==> src/hw/trap_pkg.sv <==
// Machine-mode trap definitions
package trap_pkg;

    // Machine word.
    typedef logic [31:0] xlen_t;

    // Interrupt or trap number, as held in mcause.
    typedef logic [4:0] irq_cause_t;

    // Machine information and trap setup CSRs.
    localparam logic [11:0] CSR_MSTATUS    = 12'h300;
    localparam logic [11:0] CSR_MISA       = 12'h301;
    localparam logic [11:0] CSR_MEDELEG    = 12'h302;
    localparam logic [11:0] CSR_MIDELEG    = 12'h303;
    localparam logic [11:0] CSR_MIE        = 12'h304;
    localparam logic [11:0] CSR_MTVEC      = 12'h305;
    localparam logic [11:0] CSR_MSTATUSH   = 12'h310;

    // Trap handling CSRs.
    localparam logic [11:0] CSR_MSCRATCH   = 12'h340;
    localparam logic [11:0] CSR_MEPC       = 12'h341;
    localparam logic [11:0] CSR_MCAUSE     = 12'h342;
    localparam logic [11:0] CSR_MTVAL      = 12'h343;
    localparam logic [11:0] CSR_MIP        = 12'h344;

    // Read-only identification CSRs.
    localparam logic [11:0] CSR_MVENDORID  = 12'hf11;
    localparam logic [11:0] CSR_MARCHID    = 12'hf12;
    localparam logic [11:0] CSR_MIPID      = 12'hf13;
    localparam logic [11:0] CSR_MHARTID    = 12'hf14;
    localparam logic [11:0] CSR_MCONFIGPTR = 12'hf15;

    // Architecture ID of this core family.
    localparam xlen_t ARCH_ID = 32'd37;
    // Version 1.4.0 in the low half, divider latency 2 in bits 21:16.
    localparam xlen_t IMPL_ID = 32'h0002_0140;

    // Extensions the hardware can run.
    localparam bit HAS_M = 1'b1;
    localparam bit HAS_C = 1'b1;

    // Cycles mstatus.MIE must have been set before interrupts are taken.
    localparam int MIE_DELAY = 2;
    // Interrupt number of the machine timer line.
    localparam int TIMER_IRQ = 7;

    // One CSR word seen through the register layouts.
    typedef union packed {
        xlen_t raw;
        struct packed {
            logic [23:0] rsvd_hi;
            logic        mpie;
            logic [2:0]  rsvd_mid;
            logic        mie;
            logic [2:0]  rsvd_lo;
        } mstatus;
        struct packed {
            logic [1:0]  mxl;
            logic [16:0] rsvd_hi;
            logic        m;
            logic [2:0]  rsvd_jl;
            logic        i;
            logic [4:0]  rsvd_dh;
            logic        c;
            logic        b;
            logic        a;
        } misa;
        struct packed {
            logic        intr;
            logic [25:0] rsvd;
            irq_cause_t  code;
        } mcause;
    } csr_word_u;

endpackage

==> src/hw/csr_access_if.sv <==
// CSR access port
`timescale 1ns/1ps

interface csr_access_if
    import trap_pkg::*;
();
    // CSR address.
    logic [11:0] addr;
    // Write strobe, applied on the next rising edge.
    logic        we;
    // Write data.
    xlen_t       wdata;
    // Read data, combinational from addr.
    xlen_t       rdata;
    // Address is an implemented CSR.
    logic        exists;
    // Address is a read-only CSR.
    logic        rdonly;

    // Requester side.
    modport host (
        output addr, we, wdata,
        input  rdata, exists, rdonly
    );

    // Register file side.
    modport file (
        input  addr, we, wdata,
        output rdata, exists, rdonly
    );

endinterface

==> src/hw/trap_event_if.sv <==
// Trap event link
`timescale 1ns/1ps

interface trap_event_if
    import trap_pkg::*;
();
    // Interrupt taken this cycle.
    logic        ex_irq;
    // Synchronous trap taken this cycle.
    logic        ex_trap;
    // Cause code of the event.
    irq_cause_t  ex_cause;
    // PC to save in mepc.
    logic [31:1] ex_epc;
    // Latched pending interrupt lines.
    xlen_t       irq_ip;
    // Current mie register.
    xlen_t       irq_mie;
    // Current mstatus.MIE.
    logic        mstatus_mie;
    // Pending lines masked by mie, as read through mip.
    xlen_t       irq_ip_view;

    // Exception unit side.
    modport source (
        output ex_irq, ex_trap, ex_cause, ex_epc, irq_ip,
        input  irq_mie, mstatus_mie
    );

    // CSR file side.
    modport sink (
        input  ex_irq, ex_trap, ex_cause, ex_epc, irq_ip,
        output irq_mie, mstatus_mie, irq_ip_view
    );

endinterface

==> src/hw/exception_unit.sv <==
// Interrupt and trap dispatch
`timescale 1ns/1ps

module exception_unit
    import trap_pkg::*;
(
    input  logic         clk,
    input  logic         rst,
    // External interrupt lines 16 to 31.
    input  logic [31:16] irq,
    // Machine timer interrupt line.
    input  logic         timer_irq,
    // An instruction retires this cycle.
    input  logic         retire_valid,
    // PC of the retiring instruction.
    input  logic [31:1]  retire_pc,
    // Retiring instruction raises a trap.
    input  logic         trap_req,
    // Synchronous trap cause.
    input  logic [3:0]   trap_cause,
    trap_event_if.source ev,
    // Trap or interrupt taken, same cycle.
    output logic         exception
);

    // Raw interrupt lines placed at their numbers.
    xlen_t                irq_next;
    // Latched pending vector.
    xlen_t                pending;
    // Pending and enabled.
    xlen_t                masked;
    // Lowest enabled pending interrupt.
    irq_cause_t           irq_code;
    // Recent history of mstatus.MIE.
    logic [MIE_DELAY-1:0] mie_hist;
    // MIE has been stable long enough.
    logic                 irq_en;
    // Interrupt accepted this cycle.
    logic                 irq_take;

    // Line positions in the 32-bit vector.
    always_comb begin
        irq_next            = '0;
        irq_next[31:16]     = irq;
        irq_next[TIMER_IRQ] = timer_irq;
    end

    // One register stage on all interrupt lines.
    always_ff @(posedge clk) begin
        if (rst) begin
            pending <= '0;
        end else begin
            pending <= irq_next;
        end
    end

    assign ev.irq_ip = pending;
    assign masked    = pending & ev.irq_mie;

    // Scan from the top so the lowest number wins.
    always_comb begin
        irq_code = '0;
        for (int i = 31; i >= 0; i--) begin
            if (masked[i]) begin
                irq_code = irq_cause_t'(i);
            end
        end
    end

    // Shift in MIE once per cycle.
    always_ff @(posedge clk) begin
        if (rst) begin
            mie_hist <= '0;
        end else begin
            mie_hist <= {mie_hist[MIE_DELAY-2:0], ev.mstatus_mie};
        end
    end

    // Set now and at each of the last MIE_DELAY edges.
    assign irq_en   = ev.mstatus_mie && (&mie_hist);
    // Interrupts only land on a retiring instruction.
    assign irq_take = irq_en && (|masked) && retire_valid;

    // Interrupt wins over a synchronous trap.
    assign ev.ex_irq   = irq_take;
    assign ev.ex_trap  = trap_req && !irq_take;
    assign ev.ex_cause = irq_take ? irq_code : {1'b0, trap_cause};
    // Both kinds save the retiring PC.
    assign ev.ex_epc   = retire_pc;

    assign exception = ev.ex_irq || ev.ex_trap;

endmodule

==> src/hw/machine_csrs.sv <==
// Machine-mode CSR file
`timescale 1ns/1ps

module machine_csrs
    import trap_pkg::*;
#(
    // Value of mhartid.
    parameter xlen_t hartid = 32'h0000_0000
) (
    input  logic        clk,
    input  logic        rst,
    csr_access_if.file  csr,
    trap_event_if.sink  ev,
    // Return from trap.
    input  logic        mret,
    // Trap vector base.
    output logic [31:2] tvec,
    // Saved exception PC.
    output logic [31:1] ret_epc
);

    // mstatus fields.
    logic        st_mie;
    logic        st_mpie;
    // misa enables.
    logic        isa_m;
    logic        isa_c;
    // Per-interrupt enables.
    xlen_t       mie_bits;
    // Trap vector, word aligned.
    logic [31:2] mtvec_base;
    // Scratch word for the handler.
    xlen_t       mscratch;
    // Exception PC, halfword aligned.
    logic [31:1] mepc_pc;
    // mcause fields.
    logic        mcause_irq;
    irq_cause_t  mcause_code;

    // Incoming write data.
    csr_word_u   wr;
    // Composed read words.
    csr_word_u   status_word;
    csr_word_u   isa_word;
    csr_word_u   cause_word;

    assign wr.raw = csr.wdata;

    // mstatus with only MIE and MPIE implemented.
    always_comb begin
        status_word              = '0;
        status_word.mstatus.mie  = st_mie;
        status_word.mstatus.mpie = st_mpie;
    end

    // RV32 base with optional M and C; A reads zero.
    always_comb begin
        isa_word        = '0;
        isa_word.misa.mxl = 2'b01;
        isa_word.misa.i = 1'b1;
        isa_word.misa.m = isa_m;
        isa_word.misa.c = isa_c;
    end

    // Flag in bit 31, code in the low bits.
    always_comb begin
        cause_word             = '0;
        cause_word.mcause.intr = mcause_irq;
        cause_word.mcause.code = mcause_code;
    end

    // mip shows pending lines that are enabled.
    assign ev.irq_ip_view = ev.irq_ip & mie_bits;

    // State for the exception unit and the fetch side.
    assign ev.irq_mie     = mie_bits;
    assign ev.mstatus_mie = st_mie;
    assign tvec           = mtvec_base;
    assign ret_epc        = mepc_pc;

    // Read decoder.
    always_comb begin
        csr.exists = 1'b1;
        csr.rdonly = 1'b0;
        csr.rdata  = '0;
        case (csr.addr)
            CSR_MSTATUS:  csr.rdata = status_word.raw;
            CSR_MISA:     csr.rdata = isa_word.raw;
            CSR_MIE:      csr.rdata = mie_bits;
            CSR_MTVEC:    csr.rdata = {mtvec_base, 2'b00};
            CSR_MIP:      csr.rdata = ev.irq_ip_view;
            CSR_MSCRATCH: csr.rdata = mscratch;
            CSR_MEPC:     csr.rdata = {mepc_pc, 1'b0};
            CSR_MCAUSE:   csr.rdata = cause_word.raw;
            // No delegation, no high status, no trap value.
            CSR_MEDELEG, CSR_MIDELEG, CSR_MSTATUSH, CSR_MTVAL: begin
                csr.rdata = '0;
            end
            // Identity words.
            CSR_MVENDORID, CSR_MCONFIGPTR: begin
                csr.rdonly = 1'b1;
            end
            CSR_MARCHID: begin
                csr.rdonly = 1'b1;
                csr.rdata  = ARCH_ID;
            end
            CSR_MIPID: begin
                csr.rdonly = 1'b1;
                csr.rdata  = IMPL_ID;
            end
            CSR_MHARTID: begin
                csr.rdonly = 1'b1;
                csr.rdata  = hartid;
            end
            default: csr.exists = 1'b0;
        endcase
    end

    // Register updates: trap first, then CSR write, then MRET.
    always_ff @(posedge clk) begin
        if (rst) begin
            st_mie      <= 1'b0;
            st_mpie     <= 1'b0;
            isa_m       <= HAS_M;
            isa_c       <= HAS_C;
            mie_bits    <= '0;
            mtvec_base  <= '0;
            mscratch    <= '0;
            mepc_pc     <= '0;
            mcause_irq  <= 1'b0;
            mcause_code <= '0;
        end else if (ev.ex_trap || ev.ex_irq) begin
            // Save state and mask interrupts.
            st_mpie     <= st_mie;
            st_mie      <= 1'b0;
            mepc_pc     <= ev.ex_epc;
            mcause_irq  <= ev.ex_irq;
            mcause_code <= ev.ex_cause;
        end else if (csr.we) begin
            // Read-only and zero CSRs fall through untouched.
            case (csr.addr)
                CSR_MSTATUS: begin
                    st_mie  <= wr.mstatus.mie;
                    st_mpie <= wr.mstatus.mpie;
                end
                CSR_MISA: begin
                    // Only supported extensions can be turned on.
                    isa_m <= HAS_M && wr.misa.m;
                    isa_c <= HAS_C && wr.misa.c;
                end
                CSR_MIE:      mie_bits   <= wr.raw;
                CSR_MTVEC:    mtvec_base <= wr.raw[31:2];
                CSR_MSCRATCH: mscratch   <= wr.raw;
                CSR_MEPC:     mepc_pc    <= wr.raw[31:1];
                CSR_MCAUSE: begin
                    mcause_irq  <= wr.mcause.intr;
                    mcause_code <= wr.mcause.code;
                end
                default: begin
                end
            endcase
        end else if (mret) begin
            // Restore interrupt enable.
            st_mie <= st_mpie;
        end
    end

endmodule

==> src/hw/trap_unit.sv <==
// Machine trap unit top level
`timescale 1ns/1ps

module trap_unit
    import trap_pkg::*;
#(
    // Value of mhartid.
    parameter xlen_t hartid = 32'h0000_0000
) (
    input  logic         clk,
    input  logic         rst,
    // CSR access.
    input  logic [11:0]  csr_addr,
    input  logic         csr_we,
    input  xlen_t        csr_wdata,
    output xlen_t        csr_rdata,
    output logic         csr_exists,
    output logic         csr_rdonly,
    // Retiring instruction.
    input  logic         retire_valid,
    input  logic [31:1]  retire_pc,
    input  logic         trap_req,
    input  logic [3:0]   trap_cause,
    input  logic         mret,
    // Interrupt lines.
    input  logic [31:16] irq,
    input  logic         timer_irq,
    // Redirect information.
    output logic         exception,
    output logic [31:2]  tvec,
    output logic [31:1]  ret_epc
);

    csr_access_if csr ();
    trap_event_if ev ();

    // CSR pins onto the access port.
    assign csr.addr   = csr_addr;
    assign csr.we     = csr_we;
    assign csr.wdata  = csr_wdata;
    assign csr_rdata  = csr.rdata;
    assign csr_exists = csr.exists;
    assign csr_rdonly = csr.rdonly;

    // Interrupt selection and dispatch.
    exception_unit exc0 (
        .clk          (clk),
        .rst          (rst),
        .irq          (irq),
        .timer_irq    (timer_irq),
        .retire_valid (retire_valid),
        .retire_pc    (retire_pc),
        .trap_req     (trap_req),
        .trap_cause   (trap_cause),
        .ev           (ev.source),
        .exception    (exception)
    );

    // Register file.
    machine_csrs #(
        .hartid (hartid)
    ) csrs0 (
        .clk     (clk),
        .rst     (rst),
        .csr     (csr.file),
        .ev      (ev.sink),
        .mret    (mret),
        .tvec    (tvec),
        .ret_epc (ret_epc)
    );

endmodule

==> config.mk <==
export PLATFORM = sky130hd
export DESIGN_NAME = trap_unit
export DESIGN_NICKNAME = d
export VERILOG_FILES = /design/src/hw/trap_pkg.sv /design/src/hw/csr_access_if.sv /design/src/hw/trap_event_if.sv /design/src/hw/exception_unit.sv /design/src/hw/machine_csrs.sv /design/src/hw/trap_unit.sv
export SDC_FILE = /design/constraint.sdc
export NUM_CORES = 1
export LEC_CHECK = 0
export ABC_AREA = 1
export BUFFER_PORTS_ARGS = -buffer_cell sky130_fd_sc_hd__buf_2
export CAP_MARGIN = 25
export CORE_ASPECT_RATIO = 1.2
export CORE_UTILIZATION = 44
export DETAILED_ROUTE_END_ITERATION = 10
export PLACE_DENSITY = 0.69
export SYNTH_ARGS = -nofsm -noshare
export SYNTH_HDL_FRONTEND = slang
export SYNTH_SLANG_ARGS = --single-unit
==> constraint.sdc <==
create_clock -name clk -period 2.6 [get_ports clk]
set_input_delay 0.39 -clock clk [delete_from_list [all_inputs] [get_ports clk]]
set_output_delay 0.39 -clock clk [all_outputs]
set_load 0.02 [all_outputs]
==> metrics.yaml <==
status: "finished clean"
io-pin-count: 198
worstPathCellList: "buf_2, nor2_1, nand2_1, nor2_1, inv_2, nor2_2, inv_1, buf_12, o21ai_0, a221oi_1, a21oi_1, buf_2"
dieHeight_um: 140.2
grt_use_total_pct: 28.69
vias: 7387
dr.pass1.iters: 6
worst_path_max_delay_cell: "nor2_1"
synthArstFlopShare_pct: 0
detail_route.iter0.violations: 485
avgSynthCellArea_um2: 7.191
period_needed_ns: 2.402
relSlewSlack_pct: 48.09
synth-seq-cells: 154
grt-ovfl-total: 0
avgViaCountPerCell: 5.330
timing.setup.tns_ns: 0
root_buffer: "clkbuf_16"
worst_slew_pin_slew_ns: 0.7786
finalMaxSlewViolations: 0
power_density_nw_per_um2: 606.8
peakVddDrop_v: 0.0004072
grt_pass1_wl_um: 35710
insertion_delay_ns: 0.43
ys_seq_area_share_pct: 44.02
hold_path_class: "primary input to register"
layout_common_cells: "buf_2, nand2_1, dfxtp_1"
cts_tree: "done"
core-area_um2: 15580
rsz0062_at_grt: "no"
cp.required_ns: 2.21
fin_skew_ns: 0.01160
clock-sinks: 154
clkTransAtPathRegs_ns: 0.06
grt_start_max_net_pins: 65
syn_to_final_growth_pct: 26.97
final.period_utilization_pct: 92.39
ys_types: 36
yosysWarnings: 0
finalHoldViolCount: 0
synth_nets: 1076
worstSetupPathType: "primary input to output port"
cts.path.max_buffers: 2
critPathArrivalTime_ns: 2.01
htreeDepth: 4
ys.flop_type: "dfxtp_1"
power.leakage_nw: 3.904
die_w_um: 117.2
wl_um: 22840
dp.final_hpwl_um: 15740
drive_gt1_share_pct: 23.60
syn-cell-area_um2: 7004
cts_buffers: 17
place.gp.congestion: 0.9028
end_kind: "output port"
synth-edff-count: 0
setup_viol: 0
grt_pass1_vias: 6894
layout.nets: 1267
antenna_found_initial: 0
ant_nets: 0
cp-start-kind: "primary input"
syn_inst: 974
crit_fanout: 17
drv_cap: 0
n_antenna_cell: 0
fmax_mhz: 416.3
hold_slack_ns: 0.1570
io_buffers: 197
start_util_pct: 44.96
design.die.area_um2: 16430
row_count: 50
drc: 0
wire_per_inst_um: 16.48
cpPeakStageDelay_ns: 0.22
final_common_cell: "buf_2"
==> layout make-up <==
cell class | instances | area [um2]
tap | 208 | 260.3
clock buffer | 22 | 464.2
inverter | 146 | 550.5
fill | 1544 | 6684
timing repair buffer | 229 | 1264
sequential | 154 | 3083
clock inverter | 10 | 141.4
multi-input combinational | 617 | 3131
==> cells in the mapped netlist, types with 4 or more instances <==
cell type  instances  area (um2)
inv_1            138       518.0
nor2_1            93       349.1
nand2_1          168       630.6
o211ai_1           6       45.04
o221ai_1          17       148.9
o21ai_1           75       375.4
dfxtp_1          154        3083
inv_2              7       26.28
o22ai_1           19       118.9
o2111ai_1          4       35.03
buf_2             21       105.1
a221oi_1          12       105.1
o21ai_0           25       125.1
a31oi_1            5       31.28
nor3_1             5       25.02
buf_1              4       15.01
a311oi_1          25       219.0
a21oi_1          113       565.5
nand4_1            5       31.28
clkbuf_1          30       112.6
a211oi_1           4       30.03
nand3_1           26       130.1
==> per-layer routing <==
metal  track usage [%]  routed length [um]  vias to the layer above
met5                 0                   0                        -
met4             11.99                 508                        0
met3             4.327                1314                       35
met2             45.67               10760                      277
met1             38.41               10260                     3416
li1                  -                   -                     3659
==> power breakdown <==
| group | internal, mW | total, mW | switching (mW) |
|---|---|---|---|
| clock | 1.56 | 2.55 | 0.985 |
| sequential | 2.41 | 2.45 | 0.0351 |
| combinational | 0.151 | 0.401 | 0.250 |
==> state kept, by name, summed over array words and instances (netlist names) <==
signal                count
csrs0.ev.mstatus_mie      1
csrs0.isa_c               1
exc0.mie_hist             2
csrs0.ev.irq_mie         32
csrs0.st_mpie             1
csrs0.isa_m               1
exc0.ev.irq_ip           17
csrs0.ret_epc            31
csrs0.mscratch           32
csrs0.mcause_code         5
csrs0.tvec               30
csrs0.mcause_irq          1
==> critical path, delay by kind of cell <==
kind / cells / cell delay, ns
compound gates: 3 / 0.39
buf+inv: 5 / 0.63
simple gates: 4 / 0.60
==> metrics by stage <==
| step | utilization [%] | power, mW | worst slack [ns] | instances | instance area, um2 |
|---|---|---|---|---|---|
| final | 57.09 | 5.397 | 0.1979 | 1386 | 8894 |
| after CTS | 57.08 | 5.426 | 0.1371 | 1386 | 8891 |
| after floorplan | - | 2.698 | 0.4238 | 974 | 7004 |
| after global placement | 53.19 | 2.894 | 0.2508 | 1354 | 8285 |
| after global routing | 57.09 | 5.565 | 0.06240 | 1386 | 8894 |
| after detailed placement | 53.19 | 2.897 | 0.2177 | 1354 | 8285 |
==> kinds of logic after synthesis <==
logic type,after synthesis,synth area share [%]
AO/OA/AOI/OAI,310,26.49
buffers and inverters,203,11.36
flip-flops,154,44.02
AND/OR/NAND/NOR,307,18.13
==> final timing paths <==
path,startpoint,endpoint,slack (ns),cells past startpoint
max,csr_addr[5],csr_rdata[0],0.20,12
min,irq[22],exc0.ev.irq_ip[22]$_SDFF_PP0_,0.16,3
min reg2reg,exc0.mie_hist[0]$_SDFF_PP0_,exc0.mie_hist[1]$_SDFF_PP0_,0.44,2
max reg2reg,csrs0.ev.irq_mie[25]$_SDFFE_PP0P_,csrs0.mscratch[3]$_SDFFE_PP0P_,0.34,14
==> repair_timing <==
item,CTS,global route
resized for setup,0,2
setup buffers,0,0
endpoints found under the setup margin,0,1
hold buffers,0,0
Note: power is estimated with default switching activity, not from simulation.
